**src/hdl/hazardPkg.sv**
```systemverilog
package hazardPkg;

    ////////////////////////////////////////////////////////////////////////////
    // Vector types
    ////////////////////////////////////////////////////////////////////////////

    typedef logic [31:0] instrT;
    typedef logic [4:0]  regIdxT;
    // Cycles until a source is needed or a result is ready
    typedef logic [1:0]  stageTimeT;
    typedef logic [3:0]  mduCountT;

    ////////////////////////////////////////////////////////////////////////////
    // Opcodes
    ////////////////////////////////////////////////////////////////////////////

    localparam logic [5:0] OP_R    = 6'h00;
    localparam logic [5:0] OP_ORI  = 6'h0d;
    localparam logic [5:0] OP_ADDI = 6'h08;
    localparam logic [5:0] OP_ANDI = 6'h0c;
    localparam logic [5:0] OP_LUI  = 6'h0f;
    localparam logic [5:0] OP_LW   = 6'h23;
    localparam logic [5:0] OP_LB   = 6'h20;
    localparam logic [5:0] OP_LH   = 6'h21;
    localparam logic [5:0] OP_SW   = 6'h2b;
    localparam logic [5:0] OP_SB   = 6'h28;
    localparam logic [5:0] OP_SH   = 6'h29;
    localparam logic [5:0] OP_BEQ  = 6'h04;
    localparam logic [5:0] OP_BNE  = 6'h05;
    localparam logic [5:0] OP_J    = 6'h02;
    localparam logic [5:0] OP_JAL  = 6'h03;
    localparam logic [5:0] OP_COP0 = 6'h10;

    // Function field of R-type and COP0 instructions
    localparam logic [5:0] FN_ADD   = 6'h20;
    localparam logic [5:0] FN_SUB   = 6'h22;
    localparam logic [5:0] FN_AND   = 6'h24;
    localparam logic [5:0] FN_OR    = 6'h25;
    localparam logic [5:0] FN_SLT   = 6'h2a;
    localparam logic [5:0] FN_SLTU  = 6'h2b;
    localparam logic [5:0] FN_MULT  = 6'h18;
    localparam logic [5:0] FN_MULTU = 6'h19;
    localparam logic [5:0] FN_DIV   = 6'h1a;
    localparam logic [5:0] FN_DIVU  = 6'h1b;
    localparam logic [5:0] FN_MFHI  = 6'h10;
    localparam logic [5:0] FN_MFLO  = 6'h12;
    localparam logic [5:0] FN_MTHI  = 6'h11;
    localparam logic [5:0] FN_MTLO  = 6'h13;
    localparam logic [5:0] FN_JR    = 6'h08;
    localparam logic [5:0] FN_ERET  = 6'h18;

    // COP0 rs field
    localparam logic [4:0] COP0_MFC0 = 5'd0;
    localparam logic [4:0] COP0_MTC0 = 5'd4;
    localparam regIdxT     EPC_REG   = 5'd14;

    ////////////////////////////////////////////////////////////////////////////
    // Stage records
    ////////////////////////////////////////////////////////////////////////////

    // Zero source index means the source is not read
    typedef struct packed {
        instrT     instr;
        logic      valid;
        regIdxT    srcRs;
        regIdxT    srcRt;
        stageTimeT tuseRs;
        stageTimeT tuseRt;
        regIdxT    dest;
        stageTimeT tnew;
        logic      regWrite;
        logic      isMdStart;
        logic      isMdAccess;
        logic      isEret;
    } decodeInfoT;

    typedef struct packed {
        instrT     instr;
        logic      valid;
        regIdxT    dest;
        stageTimeT tnew;
        logic      regWrite;
        logic      isMtc0Epc;
        logic      isMdStart;
    } stageInfoT;

endpackage

```
**src/hdl/hazardDecode.sv**
```systemverilog
module hazardDecode (
    input  logic                  clk,
    input  logic                  arstN,
    input  logic                  instrValid,
    input  hazardPkg::instrT      instr,
    input  logic                  stall,
    output hazardPkg::decodeInfoT decodeInfo
);
    import hazardPkg::*;

    logic       validD;
    instrT      instrD;
    logic [5:0] opcode;
    logic [5:0] funct;
    regIdxT     rs;
    regIdxT     rt;
    regIdxT     rd;
    logic       known;

    ////////////////////////////////////////////////////////////////////////////
    // IF/ID register
    ////////////////////////////////////////////////////////////////////////////

    always_ff @(posedge clk or negedge arstN) begin
        if (!arstN) begin
            validD <= 1'b0;
        end else if (!stall) begin
            validD <= instrValid;
        end
    end

    always_ff @(posedge clk) begin
        if (!stall) begin
            instrD <= instr;
        end
    end

    assign opcode = instrD[31:26];
    assign rs     = instrD[25:21];
    assign rt     = instrD[20:16];
    assign rd     = instrD[15:11];
    assign funct  = instrD[5:0];

    ////////////////////////////////////////////////////////////////////////////
    // Decode table
    ////////////////////////////////////////////////////////////////////////////

    always_comb begin
        decodeInfo = '0;
        known      = 1'b0;
        if (validD) begin
            decodeInfo.instr = instrD;
            decodeInfo.valid = 1'b1;
            case (opcode)
                OP_R: begin
                    case (funct)
                        FN_ADD, FN_SUB, FN_AND, FN_OR, FN_SLT, FN_SLTU: begin
                            known               = 1'b1;
                            decodeInfo.srcRs    = rs;
                            decodeInfo.tuseRs   = 2'd1;
                            decodeInfo.srcRt    = rt;
                            decodeInfo.tuseRt   = 2'd1;
                            decodeInfo.dest     = rd;
                            decodeInfo.tnew     = 2'd1;
                            decodeInfo.regWrite = 1'b1;
                        end
                        FN_MULT, FN_MULTU, FN_DIV, FN_DIVU: begin
                            known                = 1'b1;
                            decodeInfo.srcRs     = rs;
                            decodeInfo.tuseRs    = 2'd1;
                            decodeInfo.srcRt     = rt;
                            decodeInfo.tuseRt    = 2'd1;
                            decodeInfo.isMdStart = 1'b1;
                        end
                        FN_MFHI, FN_MFLO: begin
                            known                 = 1'b1;
                            decodeInfo.dest       = rd;
                            decodeInfo.tnew       = 2'd1;
                            decodeInfo.regWrite   = 1'b1;
                            decodeInfo.isMdAccess = 1'b1;
                        end
                        FN_MTHI, FN_MTLO: begin
                            known                 = 1'b1;
                            decodeInfo.srcRs      = rs;
                            decodeInfo.tuseRs     = 2'd1;
                            decodeInfo.isMdAccess = 1'b1;
                        end
                        FN_JR: begin
                            // Jump target needed in decode
                            known             = 1'b1;
                            decodeInfo.srcRs  = rs;
                            decodeInfo.tuseRs = 2'd0;
                        end
                        default: ;
                    endcase
                end
                OP_ORI, OP_ADDI, OP_ANDI: begin
                    known               = 1'b1;
                    decodeInfo.srcRs    = rs;
                    decodeInfo.tuseRs   = 2'd1;
                    decodeInfo.dest     = rt;
                    decodeInfo.tnew     = 2'd1;
                    decodeInfo.regWrite = 1'b1;
                end
                OP_LUI: begin
                    known               = 1'b1;
                    decodeInfo.dest     = rt;
                    decodeInfo.tnew     = 2'd1;
                    decodeInfo.regWrite = 1'b1;
                end
                OP_LW, OP_LB, OP_LH: begin
                    known               = 1'b1;
                    decodeInfo.srcRs    = rs;
                    decodeInfo.tuseRs   = 2'd1;
                    decodeInfo.dest     = rt;
                    decodeInfo.tnew     = 2'd2;
                    decodeInfo.regWrite = 1'b1;
                end
                OP_SW, OP_SB, OP_SH: begin
                    // Store data is not needed until the memory stage
                    known             = 1'b1;
                    decodeInfo.srcRs  = rs;
                    decodeInfo.tuseRs = 2'd1;
                    decodeInfo.srcRt  = rt;
                    decodeInfo.tuseRt = 2'd2;
                end
                OP_BEQ, OP_BNE: begin
                    known             = 1'b1;
                    decodeInfo.srcRs  = rs;
                    decodeInfo.tuseRs = 2'd0;
                    decodeInfo.srcRt  = rt;
                    decodeInfo.tuseRt = 2'd0;
                end
                OP_J: begin
                    known = 1'b1;
                end
                OP_JAL: begin
                    known               = 1'b1;
                    decodeInfo.dest     = 5'd31;
                    decodeInfo.tnew     = 2'd0;
                    decodeInfo.regWrite = 1'b1;
                end
                OP_COP0: begin
                    case (rs)
                        COP0_MFC0: begin
                            known               = 1'b1;
                            decodeInfo.dest     = rt;
                            decodeInfo.tnew     = 2'd2;
                            decodeInfo.regWrite = 1'b1;
                        end
                        COP0_MTC0: begin
                            known             = 1'b1;
                            decodeInfo.srcRt  = rt;
                            decodeInfo.tuseRt = 2'd2;
                        end
                        default: begin
                            if (funct == FN_ERET) begin
                                known             = 1'b1;
                                decodeInfo.isEret = 1'b1;
                            end
                        end
                    endcase
                end
                default: ;
            endcase
            if (!known) begin
                decodeInfo = '0;
            end
        end
    end

endmodule

```
**src/hdl/hazardExecute.sv**
```systemverilog
module hazardExecute #(
    parameter int unsigned MULT_CYCLES = 5,
    parameter int unsigned DIV_CYCLES  = 10
) (
    input  logic                  clk,
    input  logic                  arstN,
    input  logic                  stall,
    input  hazardPkg::decodeInfoT decodeInfo,
    output hazardPkg::stageInfoT  stageE,
    output hazardPkg::stageInfoT  stageM,
    output logic                  mduBusy
);
    import hazardPkg::*;

    localparam mduCountT MULT_LOAD = mduCountT'(MULT_CYCLES);
    localparam mduCountT DIV_LOAD  = mduCountT'(DIV_CYCLES);

    stageInfoT nextE;
    stageInfoT nextM;
    mduCountT  mduCount;
    logic      isDivE;

    ////////////////////////////////////////////////////////////////////////////
    // E and M stage records
    ////////////////////////////////////////////////////////////////////////////

    // Bubble into E while decode is stalled
    always_comb begin
        nextE = '0;
        if (!stall) begin
            nextE.instr     = decodeInfo.instr;
            nextE.valid     = decodeInfo.valid;
            nextE.dest      = decodeInfo.dest;
            nextE.tnew      = decodeInfo.tnew;
            nextE.regWrite  = decodeInfo.regWrite;
            nextE.isMdStart = decodeInfo.isMdStart;
            nextE.isMtc0Epc = decodeInfo.valid
                && (decodeInfo.instr[31:26] == OP_COP0)
                && (decodeInfo.instr[25:21] == COP0_MTC0)
                && (decodeInfo.instr[15:11] == EPC_REG);
        end
    end

    // One cycle closer to the result
    always_comb begin
        nextM = stageE;
        if (stageE.tnew != '0) begin
            nextM.tnew = stageE.tnew - 2'd1;
        end
    end

    always_ff @(posedge clk or negedge arstN) begin
        if (!arstN) begin
            stageE <= '0;
            stageM <= '0;
        end else begin
            stageE <= nextE;
            stageM <= nextM;
        end
    end

    ////////////////////////////////////////////////////////////////////////////
    // Multiply/divide busy countdown
    ////////////////////////////////////////////////////////////////////////////

    assign isDivE = (stageE.instr[5:0] == FN_DIV) || (stageE.instr[5:0] == FN_DIVU);

    always_ff @(posedge clk or negedge arstN) begin
        if (!arstN) begin
            mduCount <= '0;
        end else if (stageE.isMdStart) begin
            mduCount <= isDivE ? DIV_LOAD : MULT_LOAD;
        end else if (mduCount != '0) begin
            mduCount <= mduCount - 4'd1;
        end
    end

    assign mduBusy = (mduCount != '0);

endmodule

```
**src/hdl/hazardResult.sv**
```systemverilog
module hazardResult (
    input  hazardPkg::decodeInfoT decodeInfo,
    input  hazardPkg::stageInfoT  stageE,
    input  hazardPkg::stageInfoT  stageM,
    input  logic                  mduBusy,
    output logic                  stall
);
    import hazardPkg::*;

    logic rsHitE;
    logic rsHitM;
    logic rtHitE;
    logic rtHitM;
    logic dataStall;
    logic mduStall;
    logic eretStall;

    // Source is needed before the producer in this stage has its result
    function automatic logic srcHit(
        input regIdxT    src,
        input stageTimeT tuse,
        input stageInfoT stage
    );
        return (src != '0)
            && stage.valid
            && stage.regWrite
            && (src == stage.dest)
            && (tuse < stage.tnew);
    endfunction

    ////////////////////////////////////////////////////////////////////////////
    // Data hazards
    ////////////////////////////////////////////////////////////////////////////

    assign rsHitE = srcHit(decodeInfo.srcRs, decodeInfo.tuseRs, stageE);
    assign rsHitM = srcHit(decodeInfo.srcRs, decodeInfo.tuseRs, stageM);
    assign rtHitE = srcHit(decodeInfo.srcRt, decodeInfo.tuseRt, stageE);
    assign rtHitM = srcHit(decodeInfo.srcRt, decodeInfo.tuseRt, stageM);

    assign dataStall = rsHitE | rsHitM | rtHitE | rtHitM;

    ////////////////////////////////////////////////////////////////////////////
    // Structural hazards
    ////////////////////////////////////////////////////////////////////////////

    // HI/LO access or a new operation waits for the unit to drain
    assign mduStall = (decodeInfo.isMdAccess || decodeInfo.isMdStart)
        && (mduBusy || stageE.isMdStart);

    // eret must see the updated EPC
    assign eretStall = decodeInfo.isEret && (stageE.isMtc0Epc || stageM.isMtc0Epc);

    assign stall = dataStall | mduStall | eretStall;

endmodule

```
**src/hdl/pipeHazard.sv**
```systemverilog
module pipeHazard #(
    parameter int unsigned MULT_CYCLES = 5,
    parameter int unsigned DIV_CYCLES  = 10
) (
    input  logic             clk,
    input  logic             arstN,
    input  logic             instrValid,
    input  hazardPkg::instrT instr,
    output logic             stall,
    output logic             issueValid,
    output hazardPkg::instrT issueInstr
);
    import hazardPkg::*;

    decodeInfoT decodeInfo;
    stageInfoT  stageE;
    stageInfoT  stageM;
    logic       mduBusy;

    hazardDecode decode0 (
        .clk        (clk),
        .arstN      (arstN),
        .instrValid (instrValid),
        .instr      (instr),
        .stall      (stall),
        .decodeInfo (decodeInfo)
    );

    hazardExecute #(
        .MULT_CYCLES (MULT_CYCLES),
        .DIV_CYCLES  (DIV_CYCLES)
    ) execute0 (
        .clk        (clk),
        .arstN      (arstN),
        .stall      (stall),
        .decodeInfo (decodeInfo),
        .stageE     (stageE),
        .stageM     (stageM),
        .mduBusy    (mduBusy)
    );

    hazardResult result0 (
        .decodeInfo (decodeInfo),
        .stageE     (stageE),
        .stageM     (stageM),
        .mduBusy    (mduBusy),
        .stall      (stall)
    );

    // Issue strobe is the instruction entering execute
    assign issueValid = stageE.valid;
    assign issueInstr = stageE.instr;

endmodule

```
**config.mk**
```make
export PLATFORM = sky130hd
export DESIGN_NAME = pipeHazard
export DESIGN_NICKNAME = d
export VERILOG_FILES = /design/src/hdl/hazardPkg.sv /design/src/hdl/hazardDecode.sv /design/src/hdl/hazardExecute.sv /design/src/hdl/hazardResult.sv /design/src/hdl/pipeHazard.sv
export SDC_FILE = /design/constraint.sdc
export NUM_CORES = 1
export LEC_CHECK = 0
export BUFFER_PORTS_ARGS = -buffer_cell sky130_fd_sc_hd__buf_4
export CAP_MARGIN = 20
export CORE_MARGIN = 2
export CORE_UTILIZATION = 30
export DETAILED_ROUTE_END_ITERATION = 7
export GPL_ROUTABILITY_DRIVEN = 0
export SLEW_MARGIN = 15
export SYNTH_ARGS = -nofsm -noshare
export SYNTH_HDL_FRONTEND = slang
export SYNTH_SLANG_ARGS = --single-unit
```
**constraint.sdc**
```tcl
create_clock -name clk -period 6.85 [get_ports clk]
set_input_delay 0.685 -clock clk [delete_from_list [all_inputs] [get_ports clk]]
set_output_delay 0.685 -clock clk [all_outputs]
set_load 0.1 [all_outputs]
```
## Word level (Yosys, flattened, before mapping)

Cells that the tools add are included.

- Reduce and logical (&&, ||, !) cells: 47
- Bitwise gates (word level): 5
- Eq/ne operators: 40
- Add/subtract/negate cells: 2
- Magnitude comparators: 4
- Multiplexer cells: 30

Operator list:

| cell | count |
|---|---|
| 2-to-1 mux 58 bit | 2 |
| == test 6 x 5 -> 1 bit, second input constant | 12 |
| == test 6 bit, second input constant | 12 |
| 2-to-1 mux 43 bit | 1 |
| one-hot mux 8 bit (5 select lines) | 1 |
| == test 6 x 4 -> 1 bit, second input constant | 5 |
| logical AND 1 bit | 21 |
| == test 5 bit | 4 |
| 2-to-1 mux 8 bit | 2 |
| 2-to-1 mux 5 bit | 3 |
| one-hot mux 5 bit (3 select lines) | 1 |
| OR reduction 15 bit | 1 |
| OR reduction 14 bit | 1 |
| OR reduction 13 bit | 1 |
| == test 6 x 2 -> 1 bit, second input constant | 2 |
| == test 6 x 3 -> 1 bit, second input constant | 2 |
| 2-to-1 mux 4 bit | 3 |
| OR reduction 12 bit | 1 |
| OR reduction 4 bit | 3 |
| OR reduction 11 bit | 1 |
| == test 5 x 3 -> 1 bit, second input constant | 2 |
| 2-to-1 mux 1 bit | 10 |
| one-hot mux 5 bit (2 select lines) | 1 |
| nonzero test 5 bit | 2 |
| other kinds (20) | 34 |

- Flip-flop bits (word level): 90
- Word-level logic and storage cells: 143
- Input bits: 35
- Output and inout bits: 34

## Logic depth before layout (Yosys ltp)

- Word-level depth: 18
- Depth in mapped cells: 15

## Hierarchy

A second synthesis with hierarchy kept.

- Cells, all modules: 443
- Area total of the unflattened synthesis: 5402.7 µm²

Modules (own cells, without submodules):

| module | sequential area each (µm²) | area an instance (µm²) | instances | cells an instance |
|---|---|---|---|---|
| hazardExecute | 2252.2 | 3042.9 | 1 | 205 |
| hazardDecode | 985.9 | 1969.4 | 1 | 187 |
| hazardResult | 0.0 | 390.4 | 1 | 51 |

## Least setup slack after synthesis

No wires, ideal clock.

- Kind: register -> register
- From: reg decode0.instrD[1]
- To: reg decode0.instrD[0], enable pin
- Buffers on the path: 0
- Stages on the path, launching flop included: 14
- Path slack: 1.624 ns
- Period minus slack after synthesis: 5.226 ns
- Arrival: 4.758 ns
- Cell sequence: edfxtp_1 o21ba_1 or4_4 a31oi_4 o31ai_1 a21oi_1 ha_1 nor2b_1 nor3_1 nand4_1 a211oi_1 a32oi_2 nand2_1 nor3b_1

- Longest elaborated chain between the ends: 17
- Elaborated cells on any way between the ends: 75
- Classes of those cells: order compare: 4; eq/ne: 19; mux: 20; bitwise: 5; reduce/logical: 27

Ends and longest elaborated chain:

| what | line | text |
|---|---|---|
| from (decl) | hazardDecode.sv:12 | `instrT instrD;` |
| from (signal assigned) | hazardDecode.sv:34 | `instrD <= instr;` |
| == test 6 x 4 -> 1 bit (tied with other cells) | hazardDecode.sv:56 | `case (funct)` |
| OR reduction 15 bit (no line) / 2-to-1 mux 1 bit (equally long branches) | n/a |  |
| 2-to-1 mux 1 bit, on equally long branches | hazardDecode.sv:56, hazardDecode.sv:144 |  |
| one-hot mux 1 bit (3 select lines) | hazardDecode.sv:54 | `case (opcode)` |
| 2-to-1 mux 1 bit | hazardDecode.sv:51 | `if (validD) begin` |
| 2-to-1 mux 58 bit * | hazardDecode.sv:166 | `if (!known) begin` |
| 2-to-1 mux 58 bit * | hazardDecode.sv:51 |  |
| nonzero test 5 bit | hazardResult.sv:24 | `return (src != '0)` |
| logical AND 1 bit | hazardResult.sv:25 | `&& stage.valid` |
| logical AND 1 bit | hazardResult.sv:26 | `&& stage.regWrite` |
| logical AND 1 bit | hazardResult.sv:27 | `&& (src == stage.dest)` |
| logical AND 1 bit | hazardResult.sv:28 | `&& (tuse < stage.tnew);` |
| bitwise OR 1 bit (3 in series) | hazardResult.sv:40 | `assign dataStall = rsHitE \| rsHitM \| rtHitE \| rtHitM;` |
| bitwise OR 1 bit | hazardResult.sv:53 | `assign stall = dataStall \| mduStall \| eretStall;` |
| bitwise OR 1 bit * | hazardResult.sv:53 |  |

Mark *: on every way between the ends. The rest lies on a longest branch, timed or not. The select of a mux whose other input is x is not followed.
A chain may end at the register's enable or synchronous reset.

## Worst setup path after layout

- From: reg decode0.instrD[26]
- To: out stall

- Longest elaborated chain between the ends: 16
- Elaborated cells on any way between the ends: 65
- Classes of those cells: order compare: 4; eq/ne: 19; mux: 10; bitwise: 5; reduce/logical: 27

Ends and longest elaborated chain:

| what | line | text |
|---|---|---|
| == test 6 x 2 -> 1 bit (tied with other cells) | hazardDecode.sv:54 |  |
| OR reduction 14 bit (no line) | n/a |  |
| one-hot mux 1 bit (3 select lines) | hazardDecode.sv:54 |  |
| 2-to-1 mux 1 bit | hazardDecode.sv:51 |  |
| 2-to-1 mux 58 bit * | hazardDecode.sv:166 |  |
| 2-to-1 mux 58 bit * | hazardDecode.sv:51 |  |
| nonzero test 5 bit | hazardResult.sv:24 |  |
| logical AND 1 bit | hazardResult.sv:25 |  |
| logical AND 1 bit | hazardResult.sv:26 |  |
| logical AND 1 bit | hazardResult.sv:27 |  |
| logical AND 1 bit | hazardResult.sv:28 |  |
| bitwise OR 1 bit (3 in series) | hazardResult.sv:40 |  |
| bitwise OR 1 bit | hazardResult.sv:53 |  |
| bitwise OR 1 bit * | hazardResult.sv:53 |  |
| to (decl) | pipeHazard.sv:9 | `output logic stall,` |

Marks and branches as above.

==> flow_metrics.env <==
export IMPL_root_buffer="clkbuf_16"
export IMPL_ys_types=64
export IMPL_grtUsageTotal=0.146
export IMPL_synth_top_area_cell="dfrtp_1"
export IMPL_grt_pass1_wl_um=18500
export IMPL_cp_max_fo=13
export IMPL_worstSetupPathType="flop to output pin"
export IMPL_ios=69
export IMPL_cts_setup_buffers=0
export IMPL_fin_total_pwr_mw=1.33
export IMPL_worstMarginPinSlew_ns=1.05
export IMPL_final_common_cell="buf_4"
export IMPL_wire_per_inst_um=17.7
export IMPL_synth_edf_count=32
export IMPL_drt_initial_drc_count=214
export IMPL_cts_resized=0
export IMPL_p_clk_frac=0.392
export IMPL_yosys_warnings=0
export IMPL_grt_max_degree=59
export IMPL_place_area_um2=5140
export IMPL_max_freq_ghz=0.213
export IMPL_dp_hpwl_um=8030
export IMPL_outcome="completed"
export IMPL_dieArea_um2=16800
export IMPL_synth_seq_area_share=0.509
export IMPL_crit_required_ns=6.16
export IMPL_p_sw_mw=0.351
export IMPL_timing_final_crit_share=0.685
export IMPL_antenna_found_initial=0
export IMPL_syn_area_per_cell_um2=11.6
export IMPL_grt_pass1_vias=3470
export IMPL_cap_viol_max_count=0
export IMPL_synthTopCellsByArea="dfrtp_1 31%, edfxtp_1 20%, nor4b_2 5.7%"
export IMPL_seq_power_share=0.468
export IMPL_worstPathCellList="nor4_4 -> nand2_2 -> a31oi_4 -> o31ai_1 -> a21oi_1 -> ha_1 -> nor2b_1 -> nor3_1 -> nand4_1 -> a211oi_1 -> a32oi_2 -> nand2_1 -> or3b_1 -> buf_4"
export IMPL_hold_violations=0
export IMPL_core_area_um2=15300
export IMPL_cpLargestDelayFamily="simple AND/OR/NAND/NOR gates"
export IMPL_register_area_um2=2410
export IMPL_vias=3383
export IMPL_utilization=0.356
export IMPL_syn_area_um2=4740
export IMPL_htreeDepth=3
export IMPL_rows=45
export IMPL_crit_slowest_cell="edfxtp_1"
export IMPL_fill_cells=1537
export IMPL_synth_nets=448
export IMPL_synth_cells=409
export IMPL_busiest_layer="met2"
export IMPL_cts_tree="done"
export IMPL_finalNetCount=472
export IMPL_io_buffers=68
export IMPL_drc_errors=0
export IMPL_cts_inserted_buffers=9
export IMPL_synthArstFlopShare=0.644
export IMPL_rsz0062_at_grt="no"
export IMPL_synth_seq_cells=90
export IMPL_grtUsageMet3=0.0295
export IMPL_endpoint_kind="output pin"
export IMPL_path_clk_slew_ns=0.06
export IMPL_setup_viol=0
export IMPL_areaGrowthSynthToFinish_pct=14.9
export IMPL_period_minus_slack_ns=4.69
export IMPL_hold_buffers=0
export IMPL_die_x_um=130
export IMPL_ant_nets=0
export IMPL_die_y_um=130
export IMPL_multi_input_comb_area_um2=1890
export IMPL_timing_slew_headroom=0.297
export IMPL_cp_buffers_inverters=1
export IMPL_internal_power_mw=0.975
export IMPL_arrival_ns=4.01
export IMPL_leakage_nw=2.22
export IMPL_vias_per_cell=5.21
export IMPL_totalWireLength_um=11500
export IMPL_clkLatencyLatePin_ns=0.35
export IMPL_floorplan_initialDensity=0.310
export IMPL_antennaDiodeCount=0
export IMPL_ir_drop_mv=0.103
export IMPL_firstDrtPassIters=6
export IMPL_cpPeakStageDelay_ns=0.57
export IMPL_netlist_area_leader_share=0.306
export IMPL_power_switching_share=0.265
export IMPL_ys_flop_type="dfrtp_1"
export IMPL_p_comb_frac=0.140
export IMPL_pwr_density_cell_nw_per_um2=243
export IMPL_gr_usage_met2=0.223
export IMPL_grt_overflow=0
export IMPL_fin_area_um2=5450
export IMPL_fin_tns_setup_ns=0
export IMPL_drv_slew=0
export IMPL_cts_sinks=90
export IMPL_worstSetupStartpointType="flop"
export IMPL_layout_drive_gt1_share=0.272
export IMPL_layout_common_cells="70 x buf_4, 58 x dfrtp_1, 32 x edfxtp_1"
export IMPL_grt_use_met1=0.194
export IMPL_cts_max_path_buffers=2
export IMPL_hp_class="flop to flop"
export IMPL_fin_skew_ns=0.00603
## state kept, by name, summed over array words and instances (netlist names)
signal / flops
execute0.mduCount: 4
execute0.stageE: 43
execute0.stageM: 10
decode0.instrD: 32
decode0.validD: 1
## final cells by class
type                            instances  share of cell area
Sequential cell                        90               0.443
Clock inverter                          5              0.0145
Clock buffer                           11              0.0427
Multi-Input combinational cell        251               0.348
Timing Repair Buffer                   70              0.0964
Inverter                               11             0.00758
Tap cell                              211              0.0484
## routing by layer
metal | part of all wire | vias to the layer above
met5 | 0 | -
li1 | - | 1552
met4 | 0.035 | 0
met2 | 0.47 | 140
met1 | 0.43 | 1666
met3 | 0.066 | 25
## path summary, 6_finish.rpt
check / startpoint / endpoint / slack, ns / depth (start not counted)
setup / recovery: decode0.instrD[26] / stall / 2.16 / 14
hold / removal: execute0.stageE[2] / execute0.stageM[2] / 0.38 / 0
setup reg to reg: decode0.instrD[26] / execute0.stageE[2] / 2.64 / 13
hold reg to reg: execute0.stageE[2] / execute0.stageM[2] / 0.38 / 0
max in group asynchronous: arstN / execute0.stageE[32] / 5.93 / 1
min in group asynchronous: arstN / execute0.mduCount[2] / 0.40 / 1
## cell families after synthesis
group                    Yosys count  synth area share
AND/OR/NAND/NOR                  146             0.227
adder cells (fa/ha/maj)            4            0.0106
flip-flops                        90             0.509
XOR/XNOR                          15            0.0277
buffers and inverters             68            0.0931
AO/OA/AOI/OAI                     86             0.133
## power groups by stage
stage	sequential, mW	combinational, mW	clock (mW)
final	0.621	0.185	0.520
after global routing	0.626	0.202	0.551
after CTS	0.621	0.187	0.534
after detailed placement	0.631	0.187	0
after global placement	0.630	0.179	0
after floorplan	0.618	0.148	0
## worst register-to-register path: stages (launching register included)
cell and delay [ns]:
edfxtp_1 0.57, nor4_4 0.54, nand2_2 0.20, a31oi_4 0.27, o31ai_1 0.13, a21oi_1 0.30
ha_1 0.30, nor2b_1 0.14, nor3_1 0.13, nand4_1 0.12, a211oi_1 0.26, a32oi_2 0.13
nand2_2 0.79, nor4_1 0.17
## stage by stage
step	worst slack (ns)	hold WS, ns	instances
after floorplan	1.62	0.354	409
after global placement	2.84	0.361	633
after detailed placement	2.65	0.373	633
after CTS	2.25	0.383	649
after global routing	1.85	0.392	649
final	2.16	0.380	649
## cell usage after synthesis, drive strengths merged, types with 11 or more instances
cell type,n
nand2,13
nor4b,26
nor2,21
inv,11
buf,48
nor2b,12
nor4,18
a21oi,23
dfrtp,58
edfxtp,32
o21ai,16
No activity file was read; power rests on OpenSTA's default activity.
